==> src/rtl/dpd_pkg.sv <==
`default_nettype none

package dpd_pkg;

    localparam int SAMPLE_WIDTH   = 16;
    localparam int LUT_ADDR_WIDTH = 10;
    localparam int LUT_DEPTH      = 1 << LUT_ADDR_WIDTH;
    localparam int MAG_SHIFT      = 7;
    localparam int GAIN_FRAC_BITS = 14;
    localparam int REG_ADDR_WIDTH = 12;
    localparam int REG_DATA_WIDTH = 32;

    // major 1, minor 1, patch 0x61
    localparam logic [REG_DATA_WIDTH-1:0] IP_VERSION = 32'h0001_0161;

    localparam logic [REG_ADDR_WIDTH-1:0] REG_VERSION = 12'd0;
    localparam logic [REG_ADDR_WIDTH-1:0] REG_SCRATCH = 12'd1;
    localparam logic [REG_ADDR_WIDTH-1:0] REG_BYPASS  = 12'd2;
    // set for table entries, low bits carry the index
    localparam int LUT_REGION_BIT = 11;

    typedef struct packed {
        logic signed [SAMPLE_WIDTH-1:0] i;
        logic signed [SAMPLE_WIDTH-1:0] q;
    } dpd_sample_t;

    // Q2.14 complex gain, also the register layout of a table entry
    typedef struct packed {
        logic signed [SAMPLE_WIDTH-1:0] gi;
        logic signed [SAMPLE_WIDTH-1:0] gq;
    } dpd_gain_t;

    typedef logic [LUT_ADDR_WIDTH-1:0] lut_addr_t;

    typedef struct packed {
        logic        valid;
        dpd_sample_t sample;
        lut_addr_t   index;
    } stage_t;

    typedef struct packed {
        logic        valid;
        dpd_sample_t raw;
        dpd_sample_t corrected;
    } result_t;

    typedef struct packed {
        logic                      write;
        logic [REG_ADDR_WIDTH-1:0] addr;
        logic [REG_DATA_WIDTH-1:0] wdata;
    } reg_cmd_t;

    typedef struct packed {
        logic      en;
        logic      we;
        lut_addr_t addr;
        dpd_gain_t wdata;
    } lut_cfg_t;

endpackage

`default_nettype wire

==> src/rtl/gain_multiplier.sv <==
`default_nettype none

module gain_multiplier (
    input  wire                     up_clk,
    input  wire                     rst_n,
    input  wire dpd_pkg::stage_t    stage,
    input  wire dpd_pkg::dpd_gain_t gain,
    output dpd_pkg::result_t        result
);

    // sample held beside the table read
    logic                 hold_valid;
    dpd_pkg::dpd_sample_t hold_sample;

    // product stage
    logic                                      prod_valid;
    dpd_pkg::dpd_sample_t                      prod_raw;
    logic signed [2*dpd_pkg::SAMPLE_WIDTH-1:0] p_ii;
    logic signed [2*dpd_pkg::SAMPLE_WIDTH-1:0] p_qq;
    logic signed [2*dpd_pkg::SAMPLE_WIDTH-1:0] p_iq;
    logic signed [2*dpd_pkg::SAMPLE_WIDTH-1:0] p_qi;

    logic signed [2*dpd_pkg::SAMPLE_WIDTH:0] acc_i;
    logic signed [2*dpd_pkg::SAMPLE_WIDTH:0] acc_q;

    logic                 res_valid;
    dpd_pkg::dpd_sample_t res_raw;
    dpd_pkg::dpd_sample_t res_corr;

    function automatic logic signed [dpd_pkg::SAMPLE_WIDTH-1:0] round_sat(
        input logic signed [2*dpd_pkg::SAMPLE_WIDTH:0] acc
    );
        logic signed [2*dpd_pkg::SAMPLE_WIDTH:0] rnd;
        logic signed [2*dpd_pkg::SAMPLE_WIDTH:0] shifted;
        logic signed [2*dpd_pkg::SAMPLE_WIDTH:0] max_v;
        logic signed [2*dpd_pkg::SAMPLE_WIDTH:0] min_v;
        rnd     = 1 <<< (dpd_pkg::GAIN_FRAC_BITS - 1);
        max_v   = 2 ** (dpd_pkg::SAMPLE_WIDTH - 1) - 1;
        min_v   = -(2 ** (dpd_pkg::SAMPLE_WIDTH - 1));
        shifted = (acc + rnd) >>> dpd_pkg::GAIN_FRAC_BITS;
        if (shifted > max_v) begin
            return max_v[dpd_pkg::SAMPLE_WIDTH-1:0];
        end else if (shifted < min_v) begin
            return min_v[dpd_pkg::SAMPLE_WIDTH-1:0];
        end
        return shifted[dpd_pkg::SAMPLE_WIDTH-1:0];
    endfunction

    always_ff @(posedge up_clk or negedge rst_n) begin
        if (!rst_n) begin
            hold_valid <= 1'b0;
            prod_valid <= 1'b0;
            res_valid  <= 1'b0;
        end else begin
            hold_valid <= stage.valid;
            prod_valid <= hold_valid;
            res_valid  <= prod_valid;
        end
    end

    always_ff @(posedge up_clk) begin
        hold_sample <= stage.sample;
        prod_raw    <= hold_sample;
        p_ii        <= hold_sample.i * gain.gi;
        p_qq        <= hold_sample.q * gain.gq;
        p_iq        <= hold_sample.i * gain.gq;
        p_qi        <= hold_sample.q * gain.gi;
        res_raw     <= prod_raw;
        res_corr    <= '{i: round_sat(acc_i), q: round_sat(acc_q)};
    end

    // (i + jq)(gi + jgq)
    assign acc_i = p_ii - p_qq;
    assign acc_q = p_iq + p_qi;

    assign result = '{valid: res_valid, raw: res_raw, corrected: res_corr};

endmodule

`default_nettype wire

==> config.mk <==
export PLATFORM = sky130hd
export DESIGN_NAME = gain_multiplier
export DESIGN_NICKNAME = d
export VERILOG_FILES = /design/src/rtl/dpd_pkg.sv /design/src/rtl/gain_multiplier.sv
export SDC_FILE = /design/constraint.sdc
export NUM_CORES = 2
export LEC_CHECK = 0
export ABC_AREA = 1
export BUFFER_PORTS_ARGS = -buffer_cell sky130_fd_sc_hd__buf_2
export CAP_MARGIN = 20
export CORE_MARGIN = 1.5
export CORE_UTILIZATION = 40
export CTS_CLUSTER_SIZE = 40
export DETAILED_ROUTE_END_ITERATION = 8
export SLEW_MARGIN = 20
export SYNTH_ARGS = -nofsm -noshare
export SYNTH_HDL_FRONTEND = slang
export SYNTH_SLANG_ARGS = --single-unit
==> constraint.sdc <==
create_clock -name up_clk -period 6.25 [get_ports up_clk]
set_clock_uncertainty 0.2 [all_clocks]
set_input_delay 0.625 -clock up_clk [delete_from_list [all_inputs] [get_ports up_clk]]
set_output_delay 0.625 -clock up_clk [all_outputs]
set_load 0.1 [all_outputs]
==> results.toml <==
[placement]
gp_congestion = 0.896
hpwlAfterDp_mm = 112
io_buffer_count = 131

[setup_path]
crit_start = "hold_sample[15]"
required_ps = 6580
crit_path_frequent_cell = "fa_1"
path_max_fanout = 26
path_delay_family = "adder cells"
slowest_delay_ps = 570
reg2reg_from = "hold_sample[15]"
crit_path_end_kind = "register"
arrival_ps = 6320
crit_type = "register to register"
slowest_stage = "fa_1"
crit_chain = "buf_12 > buf_4 > nand2_1 > fa_1 > inv_1 > fa_1 > buf_4 > fa_1 > fa_1 > fa_1 > fa_1 > ha_1 > buf_4 > nand2_1 > nor2_1 > buf_4 > nand4_1 > o211ai_1 > xor2_1 > buf_4"
startpoint_type = "register"
critical_path_buf_inv_count = 7

[grt]
grt_pass1_vias = 42273
track_usage_pct = 21.2
grt_max_degree = 34
antenna_found_initial = 5
grt_pass1_wl_mm = 220
overflow = 0

[floorplan]
pin_count = 142
core_area_sq_mm = 0.126
die_h_microns = 360
die_area_sq_mm = 0.130
start_util_pct = 40.5
dieWidth_microns = 360
num_rows = 130

[clock_tree]
clk_transition_reported_paths_ps = 60
h-tree-depth = 2
clk_path_buf_depth = 3
cts-root-buf = "clkbuf_16"
worstSkewPairLatency_ps = 620
clock_sinks = 259
tritoncts = "done"
numCtsBuffers = 37

[timing]
relSlewSlack_pct = 50.5
fmax_mhz = 167
grt_setup_unrepaired = "false"
period_share_pct = 95.8
finalHoldViolCount = 0
tightest_slew_ps = 743
tns_ps = 0
setup_viol = 0
fin_crit_ps = 5990
final_max_slew_viol_count = 0

[routing]
drtPass1Iterations = 5
first_iter_violations = 2502
ant_nets = 0
routed_wl_mm = 132
vias = 39925
post_drt_wl_per_cell_microns = 15.5
drc = 0
viasPerCell = 4.68

[yosys]
ys.flop_type = "dfxtp_1"
yosysTopAreaCellShare_pct = 41.1
yosys-top-cells-area = "fa_1 41%, inv_1 14%, nand2_1 12%"
synthCells = 6382
syn_nets = 7957
yosysUniqueCellTypes = 48
ys_async_sr_fraction_pct = 1.16
synth_top_cell_by_area = "fa_1"
synth_edf_count = 0
yosys_warnings = 0
synth_seq_cells = 259
netlist_area_sq_mm = 0.0511
syn_area_per_cell_sq_um = 8.01
ys_seq_area_share_pct = 10.2

[flow_run]
cap_violations = 0

[layout]
drive_gt1_share_pct = 10.1
fillCellCount = 12503
seqCellArea_sq_mm = 0.00520
layout_commonest_cell = "inv_1"
layout_common_cells = "1,903 x inv_1, 1,575 x nand2_1, 1,045 x fa_1, 450 x ha_1, 404 x buf_4"
multi_input_area_sq_mm = 0.0380
final_nets = 8418
area_delta_synth_final_pct = 14.9

[min_path]
hp-start = "prod_raw[10]"
min_path_type = "register to register"

[run_status]
status = "finished clean"
## registers in the layout (all words and copies together), names as in the netlist
| signal | flops |
|---|---|
| p_ii | 32 |
| prod_raw | 32 |
| p_iq | 32 |
| res_valid | 1 |
| hold_sample | 32 |
| hold_valid | 1 |
| prod_valid | 1 |
| p_qq | 32 |
| result | 64 |
| p_qi | 32 |
## stage by stage
step	hold slack [ps]	utilization [%]	area [sq um]	cells	setup WS (ps)
after floorplan	110	-	51100	6382	355
after global placement	110	45.2	57100	8420	-136
after detailed placement	112	45.2	57100	8420	-185
after CTS	94.4	46.5	58700	8521	45.0
after global routing	123	46.5	58700	8521	2.30
final	121	46.5	58700	8523	265
## routing by layer
layer	vias to the layer above	routed length (microns)	track usage [%]
li1	19125	-	-
met1	19659	60400	30.0
met2	966	61300	34.6
met3	171	7350	2.48
met4	4	2890	4.92
met5	-	19	0
## worst paths after layout
kind,to,slack (ps),cells past startpoint
setup reg to reg,p_qq[28],260,20
setup / recovery,p_qq[28],260,20
hold reg to reg,result[42],120,0
min in group asynchronous,res_valid,140,2
hold / removal,result[42],120,0
max in group asynchronous,hold_valid,5610,2
## synthesized netlist by cell type, types with 3 or more instances
library cell / n
inv_1: 1903
ha_1: 450
nand4_1: 22
a211oi_1: 8
nand3b_1: 10
dfxtp_1: 256
and3_1: 6
o21ai_0: 81
nor2_2: 5
xnor2_1: 69
or2_2: 6
a21boi_0: 9
o211ai_1: 6
nor4_1: 5
a21o_1: 21
o21bai_1: 18
a221oi_1: 3
buf_6: 4
nand2_1: 1575
nor3b_1: 3
nor3_1: 28
a21oi_1: 162
dfrtp_1: 3
o21a_1: 6
xor2_1: 96
fa_1: 1048
o21ai_2: 3
nor2_1: 237
o21ai_1: 10
a31oi_1: 12
nand2_2: 14
nand3_1: 93
clkbuf_1: 191
## kinds of logic after synthesis
group                    Yosys count  synth area share [%]
AO/OA/AOI/OAI                    348                  3.89
flip-flops                       259                  10.2
AND/OR/NAND/NOR                 2010                  15.5
adder cells (fa/ha/maj)         1498                  52.1
buffers and inverters           2102                  15.5
XOR/XNOR                         165                  2.83
## repair_timing
| item | CTS | global route |
|---|---|---|
| setup endpoints to repair | 0 | 29 |
| hold buffers | 34 | 0 |
| hold endpoints to repair | 36 | 0 |
| gates resized for setup | 0 | 9 |
| buffers inserted | 0 | 0 |
## cell type report
type                    count  area share, %
multi-input cells        4021           64.7
repair buffers            619           8.56
flip-flops and latches    259           8.86
well taps                1650           3.52
clock inverters            22          0.501
clock buffers              45           1.70
diodes                      2        0.00852
inverters                1905           12.2
Power is left out: the tool's default activity adds up to more than one toggle a clock period on the data nets, which glitch-free logic cannot reach.
