--- config.mk ---
export PLATFORM = sky130hd
export DESIGN_NAME = sample_input
export DESIGN_NICKNAME = d
export VERILOG_FILES = /design/src/rtl/dpd_pkg.sv /design/src/rtl/sample_input.sv
export SDC_FILE = /design/constraint.sdc
export NUM_CORES = 1
export LEC_CHECK = 0
export BUFFER_PORTS_ARGS = -buffer_cell sky130_fd_sc_hd__buf_2
export CORE_MARGIN = 2
export CORE_UTILIZATION = 35
export DETAILED_ROUTE_END_ITERATION = 10
export PLACE_DENSITY = 0.68
export SLEW_MARGIN = 20
export SYNTH_ARGS = -nofsm -noshare
export SYNTH_HDL_FRONTEND = slang
export SYNTH_SLANG_ARGS = --single-unit
--- constraint.sdc ---
create_clock -name up_clk -period 0.8 [get_ports up_clk]
set_input_delay 0.08 -clock up_clk [delete_from_list [all_inputs] [get_ports up_clk]]
set_output_delay 0.08 -clock up_clk [all_outputs]
set_load 0.005 [all_outputs]
--- src/rtl/dpd_pkg.sv ---
`default_nettype none

package dpd_pkg;

    localparam int SAMPLE_WIDTH   = 16;
    localparam int LUT_ADDR_WIDTH = 10;
    localparam int LUT_DEPTH      = 1 << LUT_ADDR_WIDTH;
    localparam int MAG_SHIFT      = 7;
    localparam int GAIN_FRAC_BITS = 14;
    localparam int REG_ADDR_WIDTH = 12;
    localparam int REG_DATA_WIDTH = 32;

    // major 1, minor 1, patch 0x61
    localparam logic [REG_DATA_WIDTH-1:0] IP_VERSION = 32'h0001_0161;

    localparam logic [REG_ADDR_WIDTH-1:0] REG_VERSION = 12'd0;
    localparam logic [REG_ADDR_WIDTH-1:0] REG_SCRATCH = 12'd1;
    localparam logic [REG_ADDR_WIDTH-1:0] REG_BYPASS  = 12'd2;
    // set for table entries, low bits carry the index
    localparam int LUT_REGION_BIT = 11;

    typedef struct packed {
        logic signed [SAMPLE_WIDTH-1:0] i;
        logic signed [SAMPLE_WIDTH-1:0] q;
    } dpd_sample_t;

    // Q2.14 complex gain, also the register layout of a table entry
    typedef struct packed {
        logic signed [SAMPLE_WIDTH-1:0] gi;
        logic signed [SAMPLE_WIDTH-1:0] gq;
    } dpd_gain_t;

    typedef logic [LUT_ADDR_WIDTH-1:0] lut_addr_t;

    typedef struct packed {
        logic        valid;
        dpd_sample_t sample;
        lut_addr_t   index;
    } stage_t;

    typedef struct packed {
        logic        valid;
        dpd_sample_t raw;
        dpd_sample_t corrected;
    } result_t;

    typedef struct packed {
        logic                      write;
        logic [REG_ADDR_WIDTH-1:0] addr;
        logic [REG_DATA_WIDTH-1:0] wdata;
    } reg_cmd_t;

    typedef struct packed {
        logic      en;
        logic      we;
        lut_addr_t addr;
        dpd_gain_t wdata;
    } lut_cfg_t;

endpackage

`default_nettype wire

--- src/rtl/sample_input.sv ---
`default_nettype none

module sample_input (
    input  wire                  up_clk,
    input  wire                  rst_n,
    input  wire                  in_valid,
    input  wire dpd_pkg::dpd_sample_t in_sample,
    output dpd_pkg::stage_t      stage
);

    // one extra bit so that |-32768| is representable
    logic signed [dpd_pkg::SAMPLE_WIDTH:0] i_ext;
    logic signed [dpd_pkg::SAMPLE_WIDTH:0] q_ext;
    logic [dpd_pkg::SAMPLE_WIDTH:0]        abs_i;
    logic [dpd_pkg::SAMPLE_WIDTH:0]        abs_q;
    logic [dpd_pkg::SAMPLE_WIDTH:0]        mag_sum;
    dpd_pkg::lut_addr_t                    index_next;

    logic                 valid_q;
    dpd_pkg::dpd_sample_t sample_q;
    dpd_pkg::lut_addr_t   index_q;

    assign i_ext = in_sample.i;
    assign q_ext = in_sample.q;

    assign abs_i = i_ext[dpd_pkg::SAMPLE_WIDTH] ? -i_ext : i_ext;
    assign abs_q = q_ext[dpd_pkg::SAMPLE_WIDTH] ? -q_ext : q_ext;

    // at most 65536, so the shifted sum tops out at 512
    assign mag_sum    = abs_i + abs_q;
    assign index_next = dpd_pkg::lut_addr_t'(mag_sum >> dpd_pkg::MAG_SHIFT);

    always_ff @(posedge up_clk or negedge rst_n) begin
        if (!rst_n) begin
            valid_q <= 1'b0;
        end else begin
            valid_q <= in_valid;
        end
    end

    always_ff @(posedge up_clk) begin
        sample_q <= in_sample;
        index_q  <= index_next;
    end

    assign stage = '{valid: valid_q, sample: sample_q, index: index_q};

endmodule

`default_nettype wire

==> out/summary.txt, run 1 <==
hold depth -> 2
area grow syn2layout -> 73.1%
Netlist cell types -> 35
Num CTS Buffers -> 5
share of power burned in registers -> 38.0%
antenna diode count -> 0
top-count cell post-synth -> dfxtp_1
FMAX -> 414 MHz
critical path required time -> 0.96 ns
HPWL Detailed -> 4390 um
setup ws final -> -1.62 ns
Max-slew headroom -> 77.1%
Yosys reg bits -> 43
GP Congestion -> 0.895
slew at the pin closest to its max-slew limit -> 0.340 ns
status -> finished with violations
largest net degree at the start of global routing -> 14
clk buf depth -> 2
Syn. warnings -> 0
Final min period -> 2.42 ns
fraction of registers with async set/reset -> 2.33%
die extent in x -> 80.7 um
global route overflow -> 0
Syn Inst Count -> 213
WP data arrival -> 2.58 ns
Post-Syn Nets -> 265
max cap viols -> 0
period utilisation layout -> 302%
Post-Route WL -> 5940 um
Starting DRT DRC Count -> 84
clock group share of total power -> 21.6%
die extent in y -> 80.7 um
share of the synthesized area in the top cell type -> 40.8%
Die ar. -> 0.00652 mm2
DR WL/cell -> 13.4 um
initial antenna violation count -> 0
root buffer cell -> clkbuf_8
Max Slew Vio Count -> 0
PD cells -> 1860 mW/mm2
syn avg cell area -> 9.67 um2
Final Hold Vio Count -> 0
fraction of layout cells with a size suffix above 1 -> 55.0%
Critical Path Start Type -> input port
ranking of synthesized cells by area -> dfxtp_1, xnor2_1, ha_1
RSZ-0062 raised after global routing -> yes
number of nets with antenna violations after routing -> 0
top cells by count, synth -> dfxtp_1, xnor2_1, nand2_1
CTS tree -> yes
# IOs -> 78
Seq/Total Area, Yosys -> 42.0%
final net count -> 422
Switching Fraction -> 30.9%
Sw Pwr -> 2.05 mW
Cells after DPL -> 417
DR vias/cell -> 4.92
Total GRT Usage -> 17.0%
Rows -> 27
Clock transition at path regs -> 0.08 ns
failing checks -> negative setup slack
CP Class -> in -> reg
first-pass GRT wire length -> 8580 um
Gate power share -> 40.4%
post-synth top area cell -> dfxtp_1
Synth Cell Area -> 0.00206 mm2
htree depth -> 2
Post-synth EDFFs -> 0
# DRC -> 0
worst vdd ir -> 1.04 mV
Worst setup EP type -> flop
core box area -> 0.00561 mm2
Leak -> 1.64 nW
DR vias -> 2179
Non-Filler Instances -> 443
Fin Setup TNS -> -14.12 ns
TritonCTS Sinks -> 43
Initial DRT Pass Iterations -> 4
# setup viols final -> 20
Hold Startpoint -> in_sample[6]
Hold Crit Class -> in -> reg
internal power -> 4.58 mW
top_reg_cell synth -> dfxtp_1
Buffers on Ports -> 77
number of global-route vias before repair -> 1963
initial core utilization -> 36.7%
Hold EP -> stage[16]$_DFF_P_
peak fanout along the critical path -> 4
[kinds of logic after synthesis]
group           share of synthesized area, %
flops                                   42.0
fa+ha+maj                               10.3
buf+inv                                 1.82
simple gates                            13.0
compound gates                          18.0
xor+xnor                                14.9
[power groups by stage]
stage | Clock [mW] | Sequential [mW] | Combinational (mW)
6_report | 1.43 | 2.52 | 2.68
5_1_grt | 1.57 | 2.55 | 2.93
4_1_cts | 1.48 | 2.51 | 2.33
3_5_place_dp | 0 | 2.56 | 2.15
3_3_place_gp | 0 | 2.55 | 2.12
2_1_floorplan | 0 | 2.60 | 1.03
[what timing repair did]
item | CTS | global route
resized for setup | 20 | 43
pin swaps | 18 | 15
hold buffers | 11 | 0
endpoints found under the setup margin | 26 | 46
hold endpoints to repair | 11 | 0
setup buffers | 2 | 5
[critical path, cell delays in order]
cell and delay [ns]:
buf_6 0.09, or4_4 0.53, or3_4 0.40, o41ai_4 0.24, xnor2_1 0.16, ha_1 0.31
a21oi_2 0.20, nor2_1 0.06, a211oi_1 0.22, o31ai_1 0.13, xor2_1 0.16
[through the flow]
step / area [um2] / utilization (%) / setup WS (ns) / hold slack [ns] / power (mW)
final: 3570 / 63.6 / -1.62 / 0.00707 / 6.63
after global routing: 3570 / 63.6 / -1.72 / 0.00309 / 7.05
after detailed placement: 3030 / 54.0 / -1.88 / -0.143 / 4.70
after global placement: 3030 / 54.0 / -1.84 / -0.146 / 4.66
after CTS: 3350 / 59.8 / -1.55 / 0.00351 / 6.31
after floorplan: 2130 / - / -1.62 / -0.216 / 3.63
[worst max-delay path by stage]
| stage | to | slack, ns | start | cells after the start |
|---|---|---|---|---|
| finish | index_q[7]$_DFF_P_ | -1.62 | in_sample[22] | 11 |
| floorplan | index_q[9]$_DFF_P_ | -1.62 | in_sample[22] | 8 |
| global placement | index_q[9]$_DFF_P_ | -1.84 | in_sample[22] | 9 |
| detailed placement | index_q[8]$_DFF_P_ | -1.88 | in_sample[22] | 11 |
| global route | index_q[8]$_DFF_P_ | -1.72 | in_sample[22] | 11 |
| CTS | index_q[7]$_DFF_P_ | -1.55 | in_sample[22] | 11 |
[area by class of cell]
cell class | instances | area [um2]
well taps | 72 | 90.1
inverters | 6 | 22.5
multi-input cells | 161 | 1420
flip-flops and latches | 43 | 880
fillers | 468 | 2040
clock inverters | 1 | 5.00
repair buffers | 153 | 1060
clock buffers | 7 | 86.3
[sequential cells by signal, indices dropped and copies added, names as in the netlist]
register and cells:
stage 32, valid_q 1, index_q 10
[metal layers]
layer | routed length, um | track usage, % | vias to the layer above | part of all wire [%]
li1 | - | - | 1086 | -
met1 | 2320 | 20.1 | 1012 | 39
met2 | 3140 | 29.6 | 66 | 53
met3 | 292 | 2.44 | 15 | 4.9
met4 | 189 | 8.98 | 0 | 3.2
met5 | 0 | 0 | - | 0
[cells in the final DEF, fill, tap and decap left out, drive strengths merged, types with 2 or more instances in the layout]
cell type | Yosys | routed
nor2 | 9 | 9
inv | 6 | 6
nand2b | 3 | 3
nor3 | 3 | 3
dfxtp | 42 | 42
a21o | 2 | 2
xnor2 | 27 | 27
dlygate4sd3 | 0 | 11
a21oi | 17 | 17
o31ai | 9 | 9
buf | 1 | 142
or4 | 3 | 3
o41ai | 5 | 5
xor2 | 8 | 8
ha | 17 | 17
or3 | 4 | 4
nand4 | 5 | 5
clkbuf | 2 | 7
nand2 | 21 | 21
o21ai | 16 | 16
Note: power is estimated with default switching activity, not from simulation.
==> inputs of run 2 (changes only) <==
==> constraint.sdc (replaced) <==
create_clock -name up_clk -period 2.5 [get_ports up_clk]
set_input_delay 0.25 -clock up_clk [delete_from_list [all_inputs] [get_ports up_clk]]
set_output_delay 0.25 -clock up_clk [all_outputs]
set_load 0.005 [all_outputs]
==> run 2 against run 1 <==
- the flow still finishes with violations (negative setup slack)
- wire length is 7.8% lower
- critical path depth is 2 lower
- power down 67%
- sequential share of layout area increased by 2.5 points
==> out/summary.txt, run 2 (synthesis gave the netlist of run 1 again) <==
final net count -> 397
DR vias/cell -> 4.93
Max Slew Vio Count -> 0
slew at the pin closest to its max-slew limit -> 0.370 ns
most frequent CP cell -> a21o_1
grt met3 use -> 3.67%
RSZ-0062 raised after global routing -> yes
FMAX -> 386 MHz
delay-heaviest family, CP -> compound AO/OA/AOI/OAI gates
max FFs per register -> 32
period utilisation layout -> 104%
first-pass GRT wire length -> 8490 um
initial antenna violation count -> 0
Hold Crit Class -> in -> reg
setup ws final -> -0.0878 ns
area of the multi-input gates -> 0.00129 mm2
CP Class -> in -> reg
htree depth -> 2
Die ar. -> 0.00652 mm2
Worst setup EP type -> flop
Initial DRT Pass Iterations -> 4
Post-Route WL -> 5480 um
Hold Startpoint -> in_valid
Final min period -> 2.59 ns
HPWL Detailed -> 4340 um
root buffer cell -> clkbuf_8
max cap viols -> 0
# IOs -> 78
Hold WS -> 0.0541 ns
# setup viols final -> 2
Max-slew headroom -> 75.2%
Critical-path top delay cell -> or4_4
Buffers on Ports -> 77
Final Hold Vio Count -> 0
die extent in x -> 80.7 um
TritonCTS Sinks -> 43
worst path bufs/invs -> 1
die extent in y -> 80.7 um
Rows -> 27
# DRC -> 0
total power -> 2.17 mW
GR Util met1 -> 18.4%
met2 GRT Util -> 31.0%
critical path, cell by cell -> buf_6 -> or4_4 -> or3_4 -> o31ai_2 -> xnor2_1 -> ha_1 -> a21o_1 -> a21o_1 -> a221o_1
status -> finished with violations
global route overflow -> 0
PD cells -> 681 mW/mm2
most common cell after layout, fill and taps aside -> buf_2
Critical Path Start Type -> input port
fraction of layout cells with a size suffix above 1 -> 45.7%
Total GRT Usage -> 16.8%
filler cell count -> 504
most frequent cells in the layout -> buf_2, buf_4, dfxtp_1
core box area -> 0.00561 mm2
peak fanout along the critical path -> 4
Crit path largest cell delay -> 0.53 ns
failing checks -> negative setup slack
worst vdd ir -> 0.376 mV
CTS tree -> yes
critical path required time -> 2.69 ns
area grow syn2layout -> 54.6%
number of global-route vias before repair -> 1962
WP data arrival -> 2.78 ns
antenna diode count -> 0
Critical Path Start -> in_sample[22]
GP Congestion -> 0.915
largest net degree at the start of global routing -> 15
Clock transition at path regs -> 0.08 ns
Place WS -> -0.499 ns
Num CTS Buffers -> 5
Register Area -> 866 um2
clk buf depth -> 2
Starting DRT DRC Count -> 72
DR vias -> 2061
GR peak layer -> met2
Leak -> 1.47 nW
initial core utilization -> 36.7%
Fin Setup TNS -> -0.132 ns
number of nets with antenna violations after routing -> 0
DR WL/cell -> 13.1 um
run 2: cell count changes in the layout (fill, tap and decap cells not counted), sizes merged:
cell         delta
dlygate4sd3    -10
clkinv          -1
bufinv          +2
clkbuf          -2
buf            -15
clkinvlp        +1
run 2: power by group:
part	internal [mW]	switching, mW
clock network	0.398	0.250
logic	0.365	0.357
registers	0.779	0.0192
total	1.54	0.627
run 2: layout make-up:
type	count	share of cell area (%)
multi-input cells	161	40.6
clock inverters	3	2.12
clock buffers	5	2.16
repair buffers	128	24.4
well taps	72	2.83
flip-flops and latches	43	27.2
inverters	6	0.707
run 2: what timing repair did:
action,CTS,global route
hold endpoints to repair,1,0
pin swaps,4,4
gates resized for setup,8,11
endpoints found under the setup margin,6,7
hold buffers,1,0
setup buffers,3,2
run 2: stage by stage:
stage,cells,instance area (um2),util (%)
after floorplan,213,2090,-
after global placement,404,2890,51.5
after detailed placement,404,2890,51.5
after CTS,416,3110,55.4
after global routing,418,3190,56.8
final,418,3190,56.8
run 2: per-layer routing:
metal	share of wire (%)	wire (um)
met5	0	0
met4	2.5	138
met3	4.6	251
met2	53	2890
met1	40	2190
run 2: path summary, 6_finish.rpt:
kind                                       to  slack [ns]  depth (start not counted)
setup / recovery           index_q[9]$_DFF_P_       -0.09                          9
hold / removal              valid_q$_DFF_PN0_        0.05                          1
max in group asynchronous   valid_q$_DFF_PN0_        2.17                          2
min in group asynchronous   valid_q$_DFF_PN0_        0.24                          2
