==> src/rtl/dpd_pkg.sv <==
`default_nettype none

package dpd_pkg;

    localparam int SAMPLE_WIDTH   = 16;
    localparam int LUT_ADDR_WIDTH = 10;
    localparam int LUT_DEPTH      = 1 << LUT_ADDR_WIDTH;
    localparam int MAG_SHIFT      = 7;
    localparam int GAIN_FRAC_BITS = 14;
    localparam int REG_ADDR_WIDTH = 12;
    localparam int REG_DATA_WIDTH = 32;

    // major 1, minor 1, patch 0x61
    localparam logic [REG_DATA_WIDTH-1:0] IP_VERSION = 32'h0001_0161;

    localparam logic [REG_ADDR_WIDTH-1:0] REG_VERSION = 12'd0;
    localparam logic [REG_ADDR_WIDTH-1:0] REG_SCRATCH = 12'd1;
    localparam logic [REG_ADDR_WIDTH-1:0] REG_BYPASS  = 12'd2;
    // set for table entries, low bits carry the index
    localparam int LUT_REGION_BIT = 11;

    typedef struct packed {
        logic signed [SAMPLE_WIDTH-1:0] i;
        logic signed [SAMPLE_WIDTH-1:0] q;
    } dpd_sample_t;

    // Q2.14 complex gain, also the register layout of a table entry
    typedef struct packed {
        logic signed [SAMPLE_WIDTH-1:0] gi;
        logic signed [SAMPLE_WIDTH-1:0] gq;
    } dpd_gain_t;

    typedef logic [LUT_ADDR_WIDTH-1:0] lut_addr_t;

    typedef struct packed {
        logic        valid;
        dpd_sample_t sample;
        lut_addr_t   index;
    } stage_t;

    typedef struct packed {
        logic        valid;
        dpd_sample_t raw;
        dpd_sample_t corrected;
    } result_t;

    typedef struct packed {
        logic                      write;
        logic [REG_ADDR_WIDTH-1:0] addr;
        logic [REG_DATA_WIDTH-1:0] wdata;
    } reg_cmd_t;

    typedef struct packed {
        logic      en;
        logic      we;
        lut_addr_t addr;
        dpd_gain_t wdata;
    } lut_cfg_t;

endpackage

`default_nettype wire

==> src/rtl/sample_output.sv <==
`default_nettype none

module sample_output (
    input  wire                   up_clk,
    input  wire                   rst_n,
    input  wire dpd_pkg::result_t result,
    input  wire                   bypass,
    output logic                  out_valid,
    output dpd_pkg::dpd_sample_t  out_sample
);

    dpd_pkg::dpd_sample_t sel_sample;

    // raw and corrected arrive together, so bypass keeps the latency
    assign sel_sample = bypass ? result.raw : result.corrected;

    always_ff @(posedge up_clk or negedge rst_n) begin
        if (!rst_n) begin
            out_valid  <= 1'b0;
            out_sample <= '0;
        end else begin
            out_valid <= result.valid;
            // idle cycles drive zero data
            if (result.valid) begin
                out_sample <= sel_sample;
            end else begin
                out_sample <= '0;
            end
        end
    end

endmodule

`default_nettype wire

==> config.mk <==
export PLATFORM = sky130hd
export DESIGN_NAME = sample_output
export DESIGN_NICKNAME = d
export VERILOG_FILES = /design/src/rtl/dpd_pkg.sv /design/src/rtl/sample_output.sv
export SDC_FILE = /design/constraint.sdc
export NUM_CORES = 1
export LEC_CHECK = 0
export ABC_AREA = 1
export BUFFER_PORTS_ARGS = -buffer_cell sky130_fd_sc_hd__buf_2
export CELL_PAD_IN_SITES_DETAIL_PLACEMENT = 2
export CELL_PAD_IN_SITES_GLOBAL_PLACEMENT = 2
export CORE_MARGIN = 2
export CORE_UTILIZATION = 20
export CTS_CLUSTER_SIZE = 24
export DETAILED_ROUTE_END_ITERATION = 10
export PLACE_DENSITY_LB_ADDON = 0.25
export SYNTH_ARGS = -nofsm -noshare
export SYNTH_HDL_FRONTEND = slang
export SYNTH_SLANG_ARGS = --single-unit
export TNS_END_PERCENT = 5
==> constraint.sdc <==
create_clock -name up_clk -period 0.8 [get_ports up_clk]
set_input_delay 0.16 -clock up_clk [delete_from_list [all_inputs] [get_ports up_clk]]
set_output_delay 0.16 -clock up_clk [all_outputs]
set_load 0.05 [all_outputs]
==> reports/qor.txt, run 1 <==
run status - complete, but fails checks
failing checks - setup timing
I/O pin cnt - 101
starting utilization of the core area - 0.208
count of endpoints failing setup in the final report - 33
number of synthesis warnings - 0
wire length of the first global-routing pass - 7910 um
WHS Endpoint - out_sample[20]$_DFF_PN0_
Post-Syn Instances - 203
synthesized netlist net count - 271
critical hold path startpoint - result[20]
number of DRC violations after detailed routing - 0
final clock period utilization by the worst path - 1.23
post-synthesis cell type count - 6
DRT iter0 DRCs - 14
TritonCTS Buffers - 5
worst stage delay on the critical path - 0.39 ns
RePlAce Congestion - 0.728
via count of the first global-routing pass - 1676
leading cell type in the layout, fill and taps excluded - buf_2
number of stages on the worst setup path - 1
unrepaired setup endpoints after global routing - yes
fill cell count - 901
clock input transition at the sequential cells of the worst setup and hold paths - 0.06 ns
signal arrival time at the worst endpoint - 0.82 ns
Die H - 91.2 um
flip-flop and latch area - 826 um2
Antenna diodes - 0
worst path required time - 0.64 ns
maximum count of clock buffers along a single path - 2
pwr dens - 1750 nW/um2
top cell type's share of synthesized area - 0.543
cell total after placement - 397
maximum clock frequency - 1020 MHz
number of failing hold endpoints at the final stage - 0
Max Transition Viols Final - 0
leading cell types in the layout, fill and taps excluded - buf_2, nor2_1, nand2_1
drt pass-1 iters - 2
overall via count from detail_route - 1572
remaining max-slew budget at the tightest pin - 0.870
sequential fraction of the synthesis area - 0.543
share of final-layout standard cells stronger than drive strength 1 - 0.363
combined global-route utilization of all metal layers - 0.121
antenna violations before repair - 0
synth top area cells - dfrtp_1, nand2_1, nor2_1, inv_1, buf_6
Placement Cell Area - 2150 um2
filler-free cell count of the finished design - 405
post-synth top area cell - dfrtp_1
antenna violation net count after detailed routing - 0
aggregate routed wire length - 4760 um
routed length per instance - 11.8 um
Worst path top cell family by delay - flip-flops
die boundary width - 91.2 um
highest ir drop seen on vdd - 565 uV
time the worst path needs with I/O delays and setup - 0.981 ns
FP Rows - 31
Crit path buffers/inverters - 1
launching element type of the critical path - register
Detailed Place HPWL - 3660 um
Congestion Overflow GR - 0
mean instance size in the synthesized netlist - 7.49 um2
post-DR vias/cell - 3.88
number of flip-flops and latches in the synthesized netlist - 33
number of buffers added for setup after CTS - 0
worst path cell trace - buf_6
number of cells on the worst hold path - 3
class of the most critical setup path - register to primary output
Clock H-tree levels - 2
Post-Synthesis Cell Area - 1520 um2
layout overhead on the synthesized area - 61.4%
sinks on the clock net - 33
Worst Path Max Fanout - 1
Non-Filler Cell Area, Final - 2450 um2
CP Capture Type - primary output
Pleak - 1.46 nW
maximum number of pins on one net before global-route repair - 35
least setup slack across all paths after layout - -0.181 ns
root buffer cell - clkbuf_8
worst min-delay path category - primary input to register
# port buffers - 100
TritonCTS clock tree - done
master of the slowest instance on the critical path - dfrtp_1
nets@finish - 374
Std-Cell Core Area - 7290 um2
Die Outline Area - 8310 um2
area occupied by multi-input gates - 480 um2
Tightest Pin Transition - 0.195 ns
number of max-capacitance violations reported - 0
==> flip-flops by register name, indices dropped and copies added (netlist names) <==
register    flops
out_sample     32
out_valid       1
==> what timing repair did <==
action	CTS	global route
endpoints found under the hold margin	33	0
pin swaps	0	0
gates resized for setup	66	0
hold buffers	1	0
setup endpoints to repair	33	33
==> worst max-delay path by stage <==
stage                              from                       end
2_1_floorplan   out_sample[0]$_DFF_PN0_             out_sample[0]
5_1_grt        out_sample[24]$_DFF_PN0_            out_sample[24]
4_1_cts        out_sample[11]$_DFF_PN0_            out_sample[11]
3_3_place_gp                     bypass  out_sample[30]$_DFF_PN0_
6_report       out_sample[24]$_DFF_PN0_            out_sample[24]
3_5_place_dp                     bypass  out_sample[22]$_DFF_PN0_
==> layer usage <==
| metal | GRT usage | up-vias | share of wire |
|---|---|---|---|
| li1 | - | 771 | - |
| met1 | 0.144 | 729 | 0.41 |
| met2 | 0.204 | 67 | 0.48 |
| met3 | 0.0465 | 5 | 0.091 |
| met4 | 0.0341 | 0 | 0.013 |
| met5 | 0 | - | 0 |
==> kinds of logic after synthesis <==
logic type	Yosys count	share of synthesized area
buf+inv	42	0.141
flops	33	0.543
simple gates	128	0.316
==> where the power goes <==
part	switching, mW	total, mW	internal (mW)
Sequential	0.0539	1.83	1.78
Combinational	0.728	1.19	0.467
Clock	0.586	1.27	0.683
==> final cells by class <==
class,count,share of cell area
clock buffers,7,0.0352
multi-input cells,128,0.196
inverters,32,0.0490
repair buffers,106,0.333
well taps,99,0.0505
flip-flops and latches,33,0.337
==> synthesized netlist by cell type <==
cell type,count
nand2_1,64
buf_2,3
buf_6,7
dfrtp_1,33
nor2_1,64
inv_1,32
==> metrics by stage <==
| stage | power, mW | setup slack (ns) | hold slack [ns] | setup TNS [ns] | util |
|---|---|---|---|---|---|
| finish | 4.30 | -0.181 | 0.104 | -5.53 | 0.336 |
| detailed placement | 2.92 | -0.0245 | 0.142 | -0.0392 | 0.295 |
| CTS | 4.41 | -0.206 | 0.0930 | -6.17 | 0.336 |
| floorplan | 2.51 | 0.0541 | -0.136 | 0 | - |
| global placement | 2.90 | 0.0299 | 0.141 | 0 | 0.295 |
| global route | 4.55 | -0.220 | 0.0969 | -6.62 | 0.336 |
Power figures use the tool's default switching activity.
==> run 2: changes to the inputs <==
- CORE_UTILIZATION: 20 -> 22
- SLEW_MARGIN: not set -> 40
- clock period: 0.8 -> 1.2 ns (I/O delays scaled with it)
==> run 2 against run 1 <==
Against the previous run:
- the run now ends clean
- clock power down 36%
- core utilization down 1.4 points
- sequential power down 34%
- combinational power down 42%
- final cell count down 4.9%
- critical endpoint is now out_sample[16]
- largest cell class unchanged
==> reports/qor.txt, run 2 (same netlist as run 1, synthesis figures left out) <==
Antenna diodes - 0 (unchanged)
# port buffers - 100 (unchanged)
master of the slowest instance on the critical path - dfrtp_1
Pleak - 1.39 nW (-4.5%)
routed length per instance - 11.7 um (-0.71%)
Std-Cell Core Area - 6760 um2 (-7.3%)
unrepaired setup endpoints after global routing - no
layout overhead on the synthesized area - 43.4%
Tightest Pin Transition - 0.387 ns (+0.192 ns)
number of stages on the worst setup path - 1 (unchanged)
Max Transition Viols Final - 0 (unchanged)
Die H - 87.1 um (-4.5%)
time the worst path needs with I/O delays and setup - 1.11 ns
post-DR vias/cell - 3.97 (+2.3%)
worst min-delay path category - primary input to register
class of the most critical setup path - register to primary output
die boundary width - 87.1 um (-4.5%)
final clock period utilization by the worst path - 0.928
area occupied by multi-input gates - 480 um2 (unchanged)
WHS Endpoint - out_sample[13]$_DFF_PN0_
leading cell type in the layout, fill and taps excluded - buf_2
run status - complete, no violations
Congestion Overflow GR - 0 (unchanged)
critical hold path startpoint - result[13]
DRT iter0 DRCs - 29 (+15)
antenna violation net count after detailed routing - 0 (unchanged)
Post-Route Setup TNS - 0 ns (+5.53 ns)
number of failing hold endpoints at the final stage - 0 (unchanged)
Detailed Place HPWL - 3320 um (-9.3%)
aggregate routed wire length - 4490 um (-5.6%)
Crit path buffers/inverters - 1 (unchanged)
maximum clock frequency - 898 MHz
drt pass-1 iters - 3 (+1)
least setup slack across all paths after layout - 0.0867 ns (+0.268 ns)
Worst Path Max Fanout - 1 (unchanged)
launching element type of the critical path - register
worst stage delay on the critical path - 0.33 ns (-0.06 ns)
Clock H-tree levels - 2 (unchanged)
root buffer cell - clkbuf_8
register name with the most flops - out_sample
number of cells on the worst hold path - 3 (unchanged)
signal arrival time at the worst endpoint - 0.87 ns (+0.05 ns)
pwr dens - 1240 nW/um2 (-29%)
leading cell types in the layout, fill and taps excluded - buf_2, nor2_1, nand2_1
combined global-route utilization of all metal layers - 0.125 (+0.00427)
starting utilization of the core area - 0.225 (+0.0165)
remaining max-slew budget at the tightest pin - 0.742 (-0.128)
nets@finish - 372 (-0.53%)
maximum count of clock buffers along a single path - 2 (unchanged)
number of max-capacitance violations reported - 0 (unchanged)
RePlAce Congestion - 0.671 (-7.9%)
max FFs per register - 32 (unchanged)
clock input transition at the sequential cells of the worst setup and hold paths - 0.08 ns (+0.02 ns)
worst path required time - 0.96 ns (+0.32 ns)
highest ir drop seen on vdd - 390 uV (-31%)
antenna violations before repair - 0 (unchanged)
flip-flop and latch area - 826 um2 (unchanged)
wire length of the first global-routing pass - 7440 um (-5.9%)
TritonCTS clock tree - done
post-placement setup slack - 0.233 ns (+0.257 ns)
fill cell count - 843 (-6.4%)
count of endpoints failing setup in the final report - 0 (-100%)
via count of the first global-routing pass - 1651 (-1.5%)
maximum number of pins on one net before global-route repair - 65 (+86%)
overall via count from detail_route - 1529 (-2.7%)
worst path cell trace - buf_2
I/O pin cnt - 101 (unchanged)
CP Capture Type - primary output
count of cells resized by post-cts repair - 0 (-100%)
share of final-layout standard cells stronger than drive strength 1 - 0.361 (-0.00209)
Die Outline Area - 7590 um2 (-8.7%)
TritonCTS Buffers - 5 (unchanged)
Regs by FF count - out_sample: 32 flops, out_valid: 1 flops
Worst path top cell family by delay - flip-flops
Fin Hold WS - 0.183 ns (+0.0796 ns)
number of DRC violations after detailed routing - 0 (unchanged)
FP Rows - 30 (-3.2%)
sinks on the clock net - 33 (unchanged)
## run 2: worst max-delay path by stage
| stage | to | startpoint | slack (ns) |
|---|---|---|---|
| 3_3_place_gp | out_sample[31]$_DFF_PN0_ | bypass | 0.27 |
| 6_report | out_sample[16] | out_sample[16]$_DFF_PN0_ | 0.09 |
| 2_1_floorplan | out_sample[0] | out_sample[0]$_DFF_PN0_ | 0.37 |
| 4_1_cts | out_sample[15] | out_sample[15]$_DFF_PN0_ | 0.06 |
| 5_1_grt | out_valid | out_valid$_DFF_PN0_ | 0.04 |
| 3_5_place_dp | out_sample[18]$_DFF_PN0_ | bypass | 0.23 |
## run 2: stage by stage
step                area (um2)  power, mW   util  cells
floorplan                 1520       1.67      -    203
global route              2180       2.88  0.323    385
detailed placement        2090       1.92  0.309    376
CTS                       2180       2.76  0.323    385
finish                    2180       2.70  0.323    385
global placement          2090       1.91  0.309    376
## run 2: final cells by class
class,count,area share
Clock buffer,6,0.0333
Clock inverter,2,0.00459
Inverter,32,0.0551
Multi-Input combinational cell,128,0.220
Sequential cell,33,0.379
Tap cell,80,0.0459
Timing Repair Buffer,104,0.262
## run 2: timing repair
item	in CTS	in global routing
hold buffers	1	0
setup endpoints to repair	0	0
buffers inserted	0	0
hold endpoints to repair	14	0
## run 2: power by group
group / total (mW) / switching [mW] / internal, mW / leakage (nW)
clock network: 0.815 / 0.413 / 0.402 / 0.0450
logic: 0.687 / 0.480 / 0.206 / 0.928
registers: 1.20 / 0.0171 / 1.18 / 0.419
total: 2.70 / 0.910 / 1.79 / 1.39
## run 2: routing by layer
metal | share of wire | global-route usage | vias up
li1 | - | - | 768
met1 | 0.40 | 0.145 | 700
met2 | 0.50 | 0.217 | 59
met3 | 0.087 | 0.0512 | 2
met4 | 0.0065 | 0.0294 | 0
met5 | 0 | 0 | -
==> run 3: changes to the inputs <==
- GPL_ROUTABILITY_DRIVEN: not set -> 0
- SETUP_SLACK_MARGIN: not set -> 0.5
==> run 3 against run 2 <==
Against the previous run:
- final cell count did not move
- flip-flop and latch count is the same
- final area up 12%
- largest power group unchanged
- fmax up 3.4%
==> reports/qor.txt, run 3 (same netlist as run 1, synthesis figures left out) <==
run status - complete, no violations
maximum number of pins on one net before global-route repair - 65 (unchanged)
post-placement setup slack - 0.223 ns (-0.00987 ns)
routed length per instance - 11.9 um (+1.8%)
worst path cell trace - buf_6
launching element type of the critical path - register
worst min-delay path category - primary input to register
die boundary width - 87.1 um (unchanged)
I/O pin cnt - 101 (unchanged)
Congestion Overflow GR - 0 (unchanged)
starting utilization of the core area - 0.225 (unchanged)
time the worst path needs with I/O delays and setup - 1.08 ns (-0.0371 ns)
# port buffers - 100 (unchanged)
least setup slack across all paths after layout - 0.124 ns (+0.0371 ns)
remaining max-slew budget at the tightest pin - 0.811 (+0.0686)
number of failing hold endpoints at the final stage - 0 (unchanged)
FP Rows - 30 (unchanged)
combined global-route utilization of all metal layers - 0.130 (+0.00450)
number of max-capacitance violations reported - 0 (unchanged)
aggregate routed wire length - 4570 um (+1.8%)
nets@finish - 372 (unchanged)
Crit path buffers/inverters - 1 (unchanged)
CP Capture Type - primary output
pwr dens - 1200 nW/um2 (-3.1%)
clock network fraction of total power - 0.315 (+0.014)
Fin Hold WS - 0.189 ns (+0.00556 ns)
max FFs per register - 32 (unchanged)
Non-Filler Cell Area, Final - 2450 um2 (+12%)
fraction of power spent switching nets - 0.314 (-0.0224)
class of the most critical setup path - register to primary output
switching power summed over all nets - 924 uW (+1.5%)
Detailed Place HPWL - 3340 um (+0.77%)
TritonCTS clock tree - done
Max Transition Viols Final - 0 (unchanged)
root buffer cell - clkbuf_8
Clock H-tree levels - 2 (unchanged)
wire length of the first global-routing pass - 7570 um (+1.8%)
layout overhead on the synthesized area - 60.9%
Antenna diodes - 0 (unchanged)
Regs by FF count - out_sample: 32 flops, out_valid: 1 flops
Pleak - 1.41 nW (+1.1%)
worst path required time - 0.96 ns (about the same)
share of final-layout standard cells stronger than drive strength 1 - 0.472 (+0.111)
unrepaired setup endpoints after global routing - yes
Die Outline Area - 7590 um2 (unchanged)
portion of total power attributed to sequential cells - 0.419 (-0.025)
final clock period utilization by the worst path - 0.897 (-0.0309)
Post-Route Setup TNS - 0 ns (unchanged)
sinks on the clock net - 33 (unchanged)
end-of-flow core utilization - 0.362 (+0.0394)
Worst Path Max Fanout - 1 (unchanged)
combinational share of power - 0.265 (+0.011)
DRT iter0 DRCs - 46 (+59%)
highest ir drop seen on vdd - 419 uV (+7.5%)
via count of the first global-routing pass - 1691 (+2.4%)
antenna violation net count after detailed routing - 0 (unchanged)
leading cell types in the layout, fill and taps excluded - buf_2, nor2_1, nand2_1
TritonCTS Buffers - 5 (unchanged)
register name with the most flops - out_sample
signal arrival time at the worst endpoint - 0.84 ns (-0.03 ns)
number of DRC violations after detailed routing - 0 (unchanged)
antenna violations before repair - 0 (unchanged)
Placement Cell Area - 2130 um2 (+2.0%)
number of buffers added for setup after CTS - 0 (unchanged)
master of the slowest instance on the critical path - dfrtp_2
Std-Cell Core Area - 6760 um2 (unchanged)
post-DR vias/cell - 4.09 (+2.9%)
Internal Pwr Total - 2.01 mW (+12%)
maximum clock frequency - 929 MHz (+3.4%)
count of endpoints failing setup in the final report - 0 (unchanged)
Tightest Pin Transition - 0.284 ns (-0.103 ns)
worst stage delay on the critical path - 0.41 ns (+0.08 ns)
clock input transition at the sequential cells of the worst setup and hold paths - 0.07 ns (about the same)
Die H - 87.1 um (unchanged)
Worst path top cell family by delay - flip-flops
drt pass-1 iters - 3 (unchanged)
maximum count of clock buffers along a single path - 2 (unchanged)
overall via count from detail_route - 1573 (+2.9%)
leading cell type in the layout, fill and taps excluded - buf_2
==> run 3: cell types whose count changed in the layout (fill, tap and decap cells not counted) <==
cell	before	now
buf_2	100	67
buf_6	0	33
dfrtp_1	33	0
dfrtp_2	0	33
clkbuf_8	5	7
clkbuf_1	1	0
clkinv_2	2	1
==> run 3: cell type report <==
class	count	area, um2
inverters	32	120
repair buffers	104	777
flip-flops and latches	33	867
well taps	80	100
multi-input cells	128	480
fillers	793	4310
clock buffers	7	96.3
clock inverters	1	5.00
==> run 3: worst paths after layout <==
| kind | startpoint | endpoint | slack [ns] | cells past startpoint |
|---|---|---|---|---|
| max | out_sample[8]$_DFF_PN0_ | out_sample[8] | 0.12 | 1 |
| min | result[24] | out_sample[24]$_DFF_PN0_ | 0.19 | 3 |
| max in group asynchronous | rst_n | out_sample[9]$_DFF_PN0_ | 0.55 | 3 |
| min in group asynchronous | rst_n | out_sample[24]$_DFF_PN0_ | 0.45 | 3 |
==> run 3: per-layer routing <==
layer	GRT usage	vias up	part of all wire	wire, um
li1	-	768	-	-
met4	0.0378	0	0.012	54
met2	0.233	59	0.51	2350
met3	0.0512	5	0.083	380
met1	0.141	741	0.39	1800
met5	0	-	0	0
==> run 3: timing repair <==
| item | CTS | global route |
|---|---|---|
| endpoints found under the setup margin | 33 | 34 |
| endpoints found under the hold margin | 33 | 0 |
| hold buffers | 1 | 0 |
| gates resized for setup | 66 | 0 |
==> run 3: power groups by stage <==
stage	sequential [mW]	combinational, mW	clock (mW)
2_1_floorplan	1.51	0.179	0
3_3_place_gp	1.24	0.687	0
3_5_place_dp	1.24	0.702	0
4_1_cts	1.23	0.797	0.979
5_1_grt	1.24	0.852	1.04
6_report	1.23	0.780	0.926
==> run 3: through the flow <==
stage                     total power, mW  cells
after floorplan                      1.69    203
final                                2.94    385
after CTS                            3.01    385
after detailed placement             1.94    376
after global routing                 3.14    385
after global placement               1.92    376
